$ cat config.mk
export PLATFORM = sky130hd
export DESIGN_NAME = ifu_top
export DESIGN_NICKNAME = d
export VERILOG_FILES = /design/src/hw/ifu_pkg.sv /design/src/hw/fetch_ctrl.sv /design/src/hw/predecode_lane.sv /design/src/hw/inst_fifo.sv /design/src/hw/ifu_top.sv
export SDC_FILE = /design/constraint.sdc
export NUM_CORES = 2
export LEC_CHECK = 0
export BUFFER_PORTS_ARGS = -buffer_cell sky130_fd_sc_hd__buf_2
export CAP_MARGIN = 20
export CELL_PAD_IN_SITES_DETAIL_PLACEMENT = 0
export CELL_PAD_IN_SITES_GLOBAL_PLACEMENT = 1
export CORE_ASPECT_RATIO = 0.6
export CORE_MARGIN = 2
export CORE_UTILIZATION = 59
export DETAILED_ROUTE_END_ITERATION = 8
export PLACE_DENSITY = 0.95
export SYNTH_ARGS = -nofsm -noshare
export SYNTH_HDL_FRONTEND = slang
export SYNTH_HIERARCHICAL = 1
export SYNTH_SLANG_ARGS = --single-unit
$ cat constraint.sdc
create_clock -name clk -period 9 [get_ports clk]
set_input_delay 1.35 -clock clk [delete_from_list [all_inputs] [get_ports clk]]
set_output_delay 1.35 -clock clk [all_outputs]
set_load 0.02 [all_outputs]
$ cat src/hw/ifu_pkg.sv
package ifu_pkg;

    // lane and port count, fixed for the dual-issue front end
    localparam int NUM_LANES  = 2;

    // instruction queue geometry
    localparam int FIFO_DEPTH = 16;
    localparam int PTR_W      = 4;
    localparam int CNT_W      = 5;    // holds 0..16

    // free entries needed before a new pair may be requested:
    // one pair in memory, one in the lanes, one being asked for
    localparam int ROOM_MIN   = 6;

    localparam logic [31:0] RESET_PC = 32'h0000_0100;

    // opcodes the predecode lanes recognise
    localparam logic [5:0] OP_J   = 6'h02;
    localparam logic [5:0] OP_JAL = 6'h03;
    localparam logic [5:0] OP_BEQ = 6'h04;
    localparam logic [5:0] OP_BNE = 6'h05;
    localparam logic [5:0] OP_LW  = 6'h23;
    localparam logic [5:0] OP_SW  = 6'h2b;

    typedef enum logic [1:0] {
        FS_IDLE,       // waiting for queue room
        FS_REQ,        // req high, waiting for ack
        FS_RELEASE     // req low, waiting for ack to drop
    } fetch_state_e;

    typedef enum logic [2:0] {
        IC_ALU,
        IC_BRANCH,
        IC_JUMP,
        IC_LOAD,
        IC_STORE,
        IC_OTHER
    } inst_class_e;

endpackage

$ cat src/hw/fetch_ctrl.sv
`timescale 1ns/1ns

module fetch_ctrl import ifu_pkg::*; (
    input  logic                 clk,
    input  logic                 fifo_rst,
    input  logic                 redirect,
    input  logic [31:0]          redirect_pc,
    input  logic                 fifo_room,
    output logic                 mem_req,
    output logic [31:0]          mem_addr,
    input  logic                 mem_ack,
    input  logic [31:0]          mem_data0,
    input  logic [31:0]          mem_data1,
    input  logic                 mem_fault,
    output logic [NUM_LANES-1:0] lane_valid,
    output logic [31:0]          lane_pc [NUM_LANES],
    output logic [31:0]          lane_word [NUM_LANES],
    output logic [NUM_LANES-1:0] lane_fault
);

    fetch_state_e state;
    logic [31:0]  pc;          // next instruction to fetch
    logic [31:0]  req_addr;    // pair address held for the open request
    logic         discard;     // response in flight belongs to an old path
    logic         take;

    assign mem_req  = (state == FS_REQ);
    assign mem_addr = req_addr;

    // accept the returned pair only if no redirect has touched it
    assign take = (state == FS_REQ) && mem_ack && !discard && !redirect;

    always_ff @(posedge clk) begin
        if (fifo_rst) begin
            state   <= FS_IDLE;
            discard <= 1'b0;
        end else begin
            case (state)
                FS_IDLE: begin
                    if (fifo_room && !redirect) begin
                        state <= FS_REQ;
                    end
                end
                FS_REQ: begin
                    if (mem_ack) begin
                        state <= FS_RELEASE;
                    end else if (redirect) begin
                        discard <= 1'b1;    // finish the handshake, drop the data
                    end
                end
                FS_RELEASE: begin
                    if (!mem_ack) begin
                        state   <= FS_IDLE;
                        discard <= 1'b0;
                    end
                end
                default: state <= FS_IDLE;
            endcase
        end
    end

    // address latched once per request so it stays put while req is high
    always_ff @(posedge clk) begin
        if (state == FS_IDLE && fifo_room && !redirect) begin
            req_addr <= {pc[31:3], 3'b000};
        end
    end

    always_ff @(posedge clk) begin
        if (fifo_rst) begin
            pc <= RESET_PC;
        end else if (redirect) begin
            pc <= redirect_pc;
        end else if (take) begin
            pc <= req_addr + 32'd8;    // next aligned pair
        end
    end

    // one-cycle lane strobe, lane 0 skipped on an odd-word pc
    always_ff @(posedge clk) begin
        if (fifo_rst || redirect) begin
            lane_valid <= '0;
        end else if (take) begin
            lane_valid <= {1'b1, !pc[2]};
        end else begin
            lane_valid <= '0;
        end
    end

    always_ff @(posedge clk) begin
        if (take) begin
            lane_pc[0]   <= req_addr;
            lane_pc[1]   <= req_addr + 32'd4;
            lane_word[0] <= mem_data0;
            lane_word[1] <= mem_data1;
            lane_fault   <= {NUM_LANES{mem_fault}};    // fault covers the pair
        end
    end

    addr_stable_a: assert property (@(posedge clk) disable iff (fifo_rst)
        mem_req |=> !mem_req || $stable(mem_addr))
        else $error("mem_addr changed while mem_req was high");

endmodule

$ cat src/hw/predecode_lane.sv
`timescale 1ns/1ns

module predecode_lane import ifu_pkg::*; (
    input  logic        clk,
    input  logic        fifo_rst,
    input  logic        redirect,
    input  logic        in_valid,
    input  logic [31:0] in_pc,
    input  logic [31:0] in_word,
    input  logic        in_fault,
    output logic        out_valid,
    output logic [31:0] out_pc,
    output logic [31:0] out_inst,
    output logic        out_fault,
    output inst_class_e out_class
);

    inst_class_e dec_class;

    always_comb begin
        if (in_fault) begin
            dec_class = IC_OTHER;    // word is garbage on a fault
        end else begin
            case (in_word[31:26])
                6'h00:          dec_class = IC_ALU;    // special, r-type
                OP_BEQ, OP_BNE: dec_class = IC_BRANCH;
                OP_J, OP_JAL:   dec_class = IC_JUMP;
                OP_LW:          dec_class = IC_LOAD;
                OP_SW:          dec_class = IC_STORE;
                default:        dec_class = IC_OTHER;
            endcase
        end
    end

    always_ff @(posedge clk) begin
        if (fifo_rst || redirect) begin
            out_valid <= 1'b0;
        end else begin
            out_valid <= in_valid;
        end
    end

    always_ff @(posedge clk) begin
        out_pc    <= in_pc;
        out_inst  <= in_word;
        out_fault <= in_fault;
        out_class <= dec_class;
    end

endmodule

$ cat src/hw/inst_fifo.sv
`timescale 1ns/1ns

module inst_fifo import ifu_pkg::*; (
    input  logic                 clk,
    input  logic                 fifo_rst,
    input  logic                 redirect,

    input  logic [NUM_LANES-1:0] wr_en,
    input  logic [31:0]          wr_pc [NUM_LANES],
    input  logic [31:0]          wr_inst [NUM_LANES],
    input  logic [NUM_LANES-1:0] wr_fault,
    input  inst_class_e          wr_class [NUM_LANES],

    input  logic                 issue0,    // master slot taken
    input  logic                 issue1,    // slave slot taken

    output logic                 slot0_valid,
    output logic [31:0]          slot0_pc,
    output logic [31:0]          slot0_inst,
    output logic                 slot0_fault,
    output inst_class_e          slot0_class,
    output logic                 slot1_valid,
    output logic [31:0]          slot1_pc,
    output logic [31:0]          slot1_inst,
    output logic                 slot1_fault,
    output inst_class_e          slot1_class,

    output logic                 in_delay_slot,
    output logic                 fifo_room
);

    // entry storage
    logic [31:0] mem_pc    [FIFO_DEPTH];
    logic [31:0] mem_inst  [FIFO_DEPTH];
    logic        mem_fault [FIFO_DEPTH];
    inst_class_e mem_class [FIFO_DEPTH];

    logic [PTR_W-1:0] wr_ptr;
    logic [PTR_W-1:0] rd_ptr;
    logic [PTR_W-1:0] wr_ptr_1;
    logic [PTR_W-1:0] rd_ptr_1;
    logic [CNT_W-1:0] count;
    logic [CNT_W-1:0] free;
    logic [CNT_W-1:0] n_wr;
    logic [CNT_W-1:0] n_rd;
    logic             do_wr0;
    logic             do_wr1;
    logic             do_rd0;
    logic             do_rd1;

    assign wr_ptr_1 = wr_ptr + PTR_W'(1);    // wraps at 16
    assign rd_ptr_1 = rd_ptr + PTR_W'(1);

    // a redirect wins over anything arriving the same edge
    assign do_wr0 = wr_en[0] && !redirect;
    assign do_wr1 = wr_en[1] && wr_en[0] && !redirect;
    assign do_rd0 = issue0 && slot0_valid && !redirect;
    assign do_rd1 = issue1 && slot1_valid && do_rd0;

    assign n_wr = CNT_W'(do_wr0) + CNT_W'(do_wr1);
    assign n_rd = CNT_W'(do_rd0) + CNT_W'(do_rd1);

    assign free      = CNT_W'(FIFO_DEPTH) - count;
    assign fifo_room = (free >= CNT_W'(ROOM_MIN));

    // slot view of the two oldest entries
    assign slot0_valid = (count != '0);
    assign slot1_valid = (count > CNT_W'(1));

    assign slot0_pc    = mem_pc[rd_ptr];
    assign slot0_inst  = mem_inst[rd_ptr];
    assign slot0_fault = mem_fault[rd_ptr];
    assign slot0_class = mem_class[rd_ptr];
    assign slot1_pc    = mem_pc[rd_ptr_1];
    assign slot1_inst  = mem_inst[rd_ptr_1];
    assign slot1_fault = mem_fault[rd_ptr_1];
    assign slot1_class = mem_class[rd_ptr_1];

    always_ff @(posedge clk) begin
        if (do_wr0) begin
            mem_pc[wr_ptr]    <= wr_pc[0];
            mem_inst[wr_ptr]  <= wr_inst[0];
            mem_fault[wr_ptr] <= wr_fault[0];
            mem_class[wr_ptr] <= wr_class[0];
        end
        if (do_wr1) begin
            mem_pc[wr_ptr_1]    <= wr_pc[1];
            mem_inst[wr_ptr_1]  <= wr_inst[1];
            mem_fault[wr_ptr_1] <= wr_fault[1];
            mem_class[wr_ptr_1] <= wr_class[1];
        end
    end

    // pointers and count, all dropped back to empty on a redirect
    always_ff @(posedge clk) begin
        if (fifo_rst || redirect) begin
            wr_ptr <= '0;
            rd_ptr <= '0;
            count  <= '0;
        end else begin
            wr_ptr <= wr_ptr + PTR_W'(n_wr);
            rd_ptr <= rd_ptr + PTR_W'(n_rd);
            count  <= count + n_wr - n_rd;
        end
    end

    // master went alone as a branch or jump, so the next master is its delay slot
    always_ff @(posedge clk) begin
        if (fifo_rst || redirect) begin
            in_delay_slot <= 1'b0;
        end else if (do_rd0) begin
            in_delay_slot <= (slot0_class == IC_BRANCH || slot0_class == IC_JUMP)
                             && !do_rd1;
        end
    end

    // pairs already past the room check must still fit
    no_overflow_a: assert property (@(posedge clk) disable iff (fifo_rst)
        (n_wr != '0) |-> (free >= n_wr))
        else $error("instruction fifo overflow, count %0d", count);

    issue_valid_a: assert property (@(posedge clk) disable iff (fifo_rst || redirect)
        (issue0 |-> slot0_valid) and (issue1 |-> (issue0 && slot1_valid)))
        else $error("issue of an empty slot");

endmodule

$ cat src/hw/ifu_top.sv
`timescale 1ns/1ns

module ifu_top import ifu_pkg::*; (
    input  logic        clk,
    input  logic        fifo_rst,
    input  logic        redirect,
    input  logic [31:0] redirect_pc,
    output logic        mem_req,
    output logic [31:0] mem_addr,
    input  logic        mem_ack,
    input  logic [31:0] mem_data0,
    input  logic [31:0] mem_data1,
    input  logic        mem_fault,
    input  logic        issue0,
    input  logic        issue1,
    output logic        slot0_valid,
    output logic        slot1_valid,
    output logic [31:0] slot0_pc,
    output logic [31:0] slot1_pc,
    output logic [31:0] slot0_inst,
    output logic [31:0] slot1_inst,
    output logic        slot0_fault,
    output logic        slot1_fault,
    output inst_class_e slot0_class,
    output inst_class_e slot1_class,
    output logic        in_delay_slot
);

    // fetch controller to lanes
    logic [NUM_LANES-1:0] lane_valid;
    logic [31:0]          lane_pc [NUM_LANES];
    logic [31:0]          lane_word [NUM_LANES];
    logic [NUM_LANES-1:0] lane_fault;

    // lanes to fifo, before compaction
    logic [NUM_LANES-1:0] pd_valid;
    logic [31:0]          pd_pc [NUM_LANES];
    logic [31:0]          pd_inst [NUM_LANES];
    logic [NUM_LANES-1:0] pd_fault;
    inst_class_e          pd_class [NUM_LANES];

    // fifo write ports
    logic [NUM_LANES-1:0] wr_en;
    logic [31:0]          wr_pc [NUM_LANES];
    logic [31:0]          wr_inst [NUM_LANES];
    logic [NUM_LANES-1:0] wr_fault;
    inst_class_e          wr_class [NUM_LANES];
    logic                 lane1_only;
    logic                 fifo_room;

    fetch_ctrl u_fetch (
        .clk         (clk),
        .fifo_rst    (fifo_rst),
        .redirect    (redirect),
        .redirect_pc (redirect_pc),
        .fifo_room   (fifo_room),
        .mem_req     (mem_req),
        .mem_addr    (mem_addr),
        .mem_ack     (mem_ack),
        .mem_data0   (mem_data0),
        .mem_data1   (mem_data1),
        .mem_fault   (mem_fault),
        .lane_valid  (lane_valid),
        .lane_pc     (lane_pc),
        .lane_word   (lane_word),
        .lane_fault  (lane_fault)
    );

    for (genvar i = 0; i < NUM_LANES; i++) begin : g_lane
        predecode_lane u_lane (
            .clk       (clk),
            .fifo_rst  (fifo_rst),
            .redirect  (redirect),
            .in_valid  (lane_valid[i]),
            .in_pc     (lane_pc[i]),
            .in_word   (lane_word[i]),
            .in_fault  (lane_fault[i]),
            .out_valid (pd_valid[i]),
            .out_pc    (pd_pc[i]),
            .out_inst  (pd_inst[i]),
            .out_fault (pd_fault[i]),
            .out_class (pd_class[i])
        );
    end

    // odd-word pair: lane 1 moves down to write port 0
    assign lane1_only  = pd_valid[1] && !pd_valid[0];
    assign wr_en       = {pd_valid[0] && pd_valid[1], pd_valid[0] || pd_valid[1]};
    assign wr_pc[0]    = lane1_only ? pd_pc[1]    : pd_pc[0];
    assign wr_inst[0]  = lane1_only ? pd_inst[1]  : pd_inst[0];
    assign wr_fault[0] = lane1_only ? pd_fault[1] : pd_fault[0];
    assign wr_class[0] = lane1_only ? pd_class[1] : pd_class[0];
    assign wr_pc[1]    = pd_pc[1];
    assign wr_inst[1]  = pd_inst[1];
    assign wr_fault[1] = pd_fault[1];
    assign wr_class[1] = pd_class[1];

    inst_fifo u_fifo (
        .clk           (clk),
        .fifo_rst      (fifo_rst),
        .redirect      (redirect),
        .wr_en         (wr_en),
        .wr_pc         (wr_pc),
        .wr_inst       (wr_inst),
        .wr_fault      (wr_fault),
        .wr_class      (wr_class),
        .issue0        (issue0),
        .issue1        (issue1),
        .slot0_valid   (slot0_valid),
        .slot0_pc      (slot0_pc),
        .slot0_inst    (slot0_inst),
        .slot0_fault   (slot0_fault),
        .slot0_class   (slot0_class),
        .slot1_valid   (slot1_valid),
        .slot1_pc      (slot1_pc),
        .slot1_inst    (slot1_inst),
        .slot1_fault   (slot1_fault),
        .slot1_class   (slot1_class),
        .in_delay_slot (in_delay_slot),
        .fifo_room     (fifo_room)
    );

endmodule

==> Yosys cells after proc, flatten, opt, wreduce, memory -nomap -nowiden <==
Memory sizes are Yosys's and may differ from the RTL's. A register that Yosys moved wholly into a read port is not among the register bits.
Index checks and enable logic that the tools add are counted.
W data, S select, Z words.
{ "totals": {"wordCells": 126, "reg_bits": 341, "n_memories": 4, "ram_bits": 1088, "in_bits": 103} }
{ "classes": {"n_mux": 25, "n_reduce_logical": 37, "add_sub_neg": 11, "bitwise_logic": 1, "n_eq_ne": 21, "magnitude_cmp": 2} }
{ "mem_list": {"columns": ["memory", "words", "width", "read_ports", "rd_ports_with_merged_regs", "write_ports", "line_no", "rtl"], "rows": [
  ["u_fifo.mem_inst", 16, 32, 2, 1, 2, "inst_fifo.sv:34", "logic [31:0] mem_inst [FIFO_DEPTH];"],
  ["u_fifo.mem_pc", 16, 32, 2, 1, 2, "inst_fifo.sv:33", "logic [31:0] mem_pc [FIFO_DEPTH];"],
  ["u_fifo.mem_class", 16, 3, 2, 1, 2, "inst_fifo.sv:36", "inst_class_e mem_class [FIFO_DEPTH];"],
  ["u_fifo.mem_fault", 16, 1, 2, 1, 2, "inst_fifo.sv:35", "logic mem_fault [FIFO_DEPTH];"]
]} }
{ "ops": {"columns": ["cell", "n"], "rows": [
  ["$mux W32", 4],
  ["$add A32 B3 Y32 const B", 1],
  ["$add A32 B4 Y32 const B", 1],
  ["$pmux W3 S5", 2],
  ["$eq A6 B2 Y1 const B", 4],
  ["$eq A6 B3 Y1 const B", 4],
  ["$eq A6 B6 Y1 const B", 4],
  ["$logic_and A1 B1 Y1", 16],
  ["$mux W4", 4],
  ["$logic_not A6 Y1", 2],
  ["$reduce_or A2 Y1", 5],
  ["$add A4 B1 Y4 const B", 2],
  ["$add A4 B4 Y4", 2],
  ["$mux W1", 8],
  ["$mux W2", 4],
  ["$ne A2 B2 Y1 const B", 3],
  ["$pmux W2 S3", 1],
  ["$add A5 B5 Y5", 1],
  ["$ge A5 B3 Y1 const B", 1],
  ["$gt A5 B1 Y1 const B", 1],
  ["$logic_not A1 Y1", 5],
  ["$reduce_bool A5 Y1", 1],
  ["$sub A5 B5 Y5", 1],
  ["$sub A5 B5 Y5 const A", 1],
  ["other kinds (14)", 19]
]} }

==> Depth between registers and ports, before layout <==
{ "depth": {"word_depth": 7, "ltp_mapped": 17, "depth_no_buf": 17} }

==> Cells and area by module <==
Netlist, hierarchy kept.
{ "modules_own_cells": {"columns": ["module", "cells_each", "seq_area_each_um2", "n_inst", "area_each_um2"], "rows": [
  ["inst_fifo", 3431, 32951.6, 1, 63246.9],
  ["fetch_ctrl", 430, 4394.2, 1, 6029.5],
  ["predecode_lane", 85, 1381.3, 2, 1483.9],
  ["ifu_top", 79, 0.0, 1, 939.7]
]} }

==> Least setup slack after synthesis <==
OpenSTA, ideal clock, no wires.
{ "synth_timing": {"kind": "input -> register", "start": "in mem_ack", "end": "reg u_fetch.pc[13]", "path_buffers": 0, "t_arrival_ns": 6.000, "cell_stages": 3, "required_time_ns": 8.614, "path_slack_ns": 2.614, "path_cell_list": "nand4bb_1 -> nor2_1 -> a2111oi_0"} }
{ "synth_via": {"elab_chain_cells": 4} }
{ "synth_lines": {"columns": ["element", "line_no", "rtl"], "rows": [
  ["start: declaration", "ifu_top.sv:10", "input logic mem_ack,"],
  ["$logic_and A1 B1 Y1 (3 in a row)", "fetch_ctrl.sv:31", "assign take = (state == FS_REQ) && mem_ack && !discard && !redirect;"],
  ["via u_fetch.take", "fetch_ctrl.sv:25", "logic take;"],
  ["$reduce_bool A2 Y1 (no source line)", null, null],
  ["end signal: assignment", "fetch_ctrl.sv:73", "pc <= redirect_pc;"],
  ["end signal: assignment", "fetch_ctrl.sv:75", "pc <= req_addr + 32'd8;"],
  ["end: declaration", "fetch_ctrl.sv:22", "logic [31:0] pc;"]
]} }
The timed path passes the listed nets, and every way through them passes these cells.
A chain may end at the register's enable or synchronous reset.

==> Worst setup path in the final report <==
{ "layout_timing": {"start": "reg u_fifo.rd_ptr[0]", "end": "out slot1_pc[3]"} }
{ "layout_via": {"elab_chain_cells": 2} }
{ "layout_lines": {"columns": ["element", "line_no", "rtl"], "rows": [
  ["start: declaration", "inst_fifo.sv:39", "logic [PTR_W-1:0] rd_ptr;"],
  ["start signal: assignment", "inst_fifo.sv:102", "rd_ptr <= rd_ptr + PTR_W'(n_rd);"],
  ["$add A4 B1 Y4", "inst_fifo.sv:52", "assign rd_ptr_1 = rd_ptr + PTR_W'(1);"],
  ["$mem_v2 Z16 W32", null, null],
  ["end: declaration", "ifu_top.sv:19", "output logic [31:0] slot1_pc,"]
]} }
No other way between the ends.

==> out/results.txt <==
Pwr Density: 176.8 mW/mm2
asr flop ratio synth: 0%
Setup crit start kind: flop
Vias: 42580
Setup violations, final: 0
outcome: complete, no violations
mux cell area share after synthesis: 38.83%
number of synthesized flops with an enable pin: 1211
Detail Route Antenna Nets: 0
CTS buffer count: 135
CTS sink cnt: 1398
slowest CP cell: buf_4
Core Area: 0.1235 mm2
Initial Utilization: 59.26%
critical path cell sequence: buf_12 -> buf_4 -> mux4_2 -> mux4_2 -> buf_2
Chip Width: 458.7 um
cts repair resizes: 0
cell taking the most area after synthesis: edfxtp_1
drt pass-1 iters: 6
clock slew at reported path FFs: 0.06 ns
# nets final: 4268
vias in the first global route: 42940
GRT Residual Overflow: 0
Hold WC Path Type: flop to flop
worst path required time: 7.65 ns
CP Class: flop to primary output
Post-synth top flop: edfxtp_1
Rel. slew slack: 19.01%
Filler Cell Count: 8061
global-route wire length before repair: 298.5 mm
Post-Synth XOR/XNOR Area: 0.4428%
RSZ-0062 raised after global routing: no
Final Power: 0.01418 W
fin crit period: 6.236 ns
die area: 0.1270 mm2
Area Growth Syn to Fin: 9.598%
Post-Synth Adder-Cell Area: 0.4343%
fin crit share: 69.29%
synth cell count leaders: edfxtp_1, mux2_2, mux4_2
syn avg cell area: 17.81 um2
share of layout cells above drive strength 1: 57.89%
Final TNS setup: 0 ns
maxcap violations: 0
# IOs: 275
slowest cell delay on critical path: 0.95 ns
crit path max fanout: 129
clk root buf: clkbuf_16
detailed-placement wirelength estimate: 109.0 mm
clock tree buffer depth: 3
gp weighted congestion: 0.8008
vias per cell: 7.230
clk_lat worst skew: 0.77 ns
Crit path max-delay family: buffers and inverters
Post-Synth Simple-Gate Area: 1.569%
Fmax: 160.4 MHz
# Post-CTS Setup Buffers: 0
crit path DAT: 4.89 ns
crit path capture type: primary output
VDD IR max: 161.3 uV
CTS tree: yes
top cells by area, synth: edfxtp_1, mux4_2, mux2_2
WP buf/inv: 3
Cell Rows: 100
worst-margin pin slew: 1.212 ns
Worst path most repeated cell: mux4_2
post-synthesis instance area: 0.07318 mm2
register area share after synthesis: 54.81%
Slew Viols, Final: 0
DRC Markers: 0
reported leakage power: 25.22 nW
1st-iter DRT viols: 5728
main combinational cell family by area after synthesis: multiplexers
initial antenna violation count: 3
port bufs: 269
Post-Syn Instances: 4110
WL/cell: 34.77 um
CTS Hold Bufs: 0
flops & latches, synth: 1398
H-tree depth: 4
Total GRT Usage: 32.33%
Yosys cell types: 66
most common cell in the netlist: edfxtp_1
Core Util, Final: 64.95%
Hold Vio Cnt, Final: 0
synth warn: 6
final WL: 204.8 mm
top-area cell type share of the netlist area: 49.69%
Synth Area in Compound Gates: 0.8223%
die height: 276.8 um
Clock Skew: 0.03373 ns
largest net degree at the start of global routing: 147
[stage by stage]
step                      area, um2  instances  hold slack, ns  worst slack, ns
after CTS                     80190       5887          0.3239            2.781
final                         80210       5889          0.3252            2.764
after global placement        75530       5636          0.3236            3.650
after floorplan               73210       4117          0.3233            2.614
after global routing          80210       5888          0.3437            2.549
after detailed placement      75530       5636          0.3269            3.612
[per-layer routing]
metal	track usage [%]	part of all wire, %	vias up
met5	0	0	-
met4	11.50	3.7	0
met3	7.547	12	455
met2	49.72	47	2955
met1	45.72	37	22310
li1	-	-	16860
[worst reg2reg max path, cell delays in order (launching register included)]
cell and delay, ns:
dfxtp_4 0.87, buf_12 0.78, buf_4 0.74, mux4_2 0.64, nor2b_1 0.14, a211oi_1 0.25, a31oi_1 0.17, o31ai_1 0.32
[state kept, by name, indices dropped and copies added (netlist names)]
signal,count
g_lane.u_lane/out_class,6
g_lane.u_lane/out_fault,2
g_lane.u_lane/out_inst,64
g_lane.u_lane/out_pc,64
g_lane.u_lane/out_valid,2
u_fetch/discard,1
u_fetch/lane_fault,1
u_fetch/lane_pc,29
u_fetch/lane_valid,2
u_fetch/lane_word,64
u_fetch/mem_addr,29
u_fetch/pc,30
u_fetch/state,2
u_fifo/count,5
u_fifo/in_delay_slot,1
u_fifo/mem_class,48
u_fifo/mem_fault,16
u_fifo/mem_inst,512
u_fifo/mem_pc,512
u_fifo/rd_ptr,4
u_fifo/wr_ptr,4
[power by group]
part	internal, W	total (W)	switching, W
Combinational	0.000434	0.000888	0.000454
Clock	0.00350	0.00603	0.00252
Sequential	0.00713	0.00727	0.000144
[cell families (layout without fill, tap and decap cells)]
kind of cell,after synthesis,after routing
AO/OA/AOI/OAI,98,98
XOR/XNOR,37,37
adder cells (fa/ha/maj),23,23
buffers and inverters,497,636
flip-flops,1398,1398
multiplexers,1835,1835
other,2,10
AND/OR/NAND/NOR,220,220
[worst paths after layout]
kind                            slack [ns]                               endpoint  cells after the start                       startpoint
worst max register to register        4.99      u_fifo/in_delay_slot$_SDFFE_PP0N_                      7      u_fifo/rd_ptr[0]$_SDFF_PP0_
worst min-delay path                  0.33  g_lane[0].u_lane/out_inst[21]$_DFF_P_                      0  u_fetch/lane_word[53]$_DFFE_PP_
worst max-delay path                  2.76                            slot1_pc[3]                      5      u_fifo/rd_ptr[0]$_SDFF_PP0_
worst min register to register        0.33  g_lane[0].u_lane/out_inst[21]$_DFF_P_                      0  u_fetch/lane_word[53]$_DFFE_PP_
[layout make-up]
| class | count | area (um2) | share of cell area, % |
|---|---|---|---|
| timing repair buffer | 361 | 2137 | 2.664 |
| multi-input combinational | 2222 | 31150 | 38.84 |
| tap | 1632 | 2042 | 2.546 |
| sequential | 1398 | 40120 | 50.02 |
| clock inverter | 57 | 749.5 | 0.9344 |
| antenna | 1 | 2.502 | 0.003120 |
| clock buffer | 194 | 3909 | 4.873 |
| inverter | 24 | 90.09 | 0.1123 |
[placed cells by master, fill, tap and decap left out, types with 5 or more instances in the layout]
cell / Yosys / routed
a21oi_1: 37 / 37
and2_1: 8 / 8
ha_1: 19 / 18
xor2_1: 21 / 20
nand3_1: 16 / 16
mux2_4: 40 / 40
nand2b_1: 5 / 5
and3_1: 5 / 5
bufinv_16: 0 / 16
buf_12: 0 / 8
mux4_2: 675 / 675
mux2_2: 1119 / 1119
inv_1: 23 / 23
clkbuf_1: 253 / 36
nor2_1: 86 / 61
nor3_1: 6 / 6
nand4_1: 8 / 8
o22ai_1: 21 / 17
inv_6: 0 / 6
nor2b_1: 7 / 7
nand2_1: 38 / 38
a211oi_1: 6 / 6
o21ai_0: 11 / 11
clkbuf_8: 0 / 16
xnor2_1: 16 / 15
nor2_4: 1 / 26
clkinv_1: 0 / 8
clkbuf_16: 0 / 142
clkinv_2: 0 / 18
dfxtp_1: 187 / 183
conb_1: 2 / 9
buf_4: 39 / 84
edfxtp_1: 1211 / 1211
buf_2: 139 / 269
(Power assumes the default switching activity.)
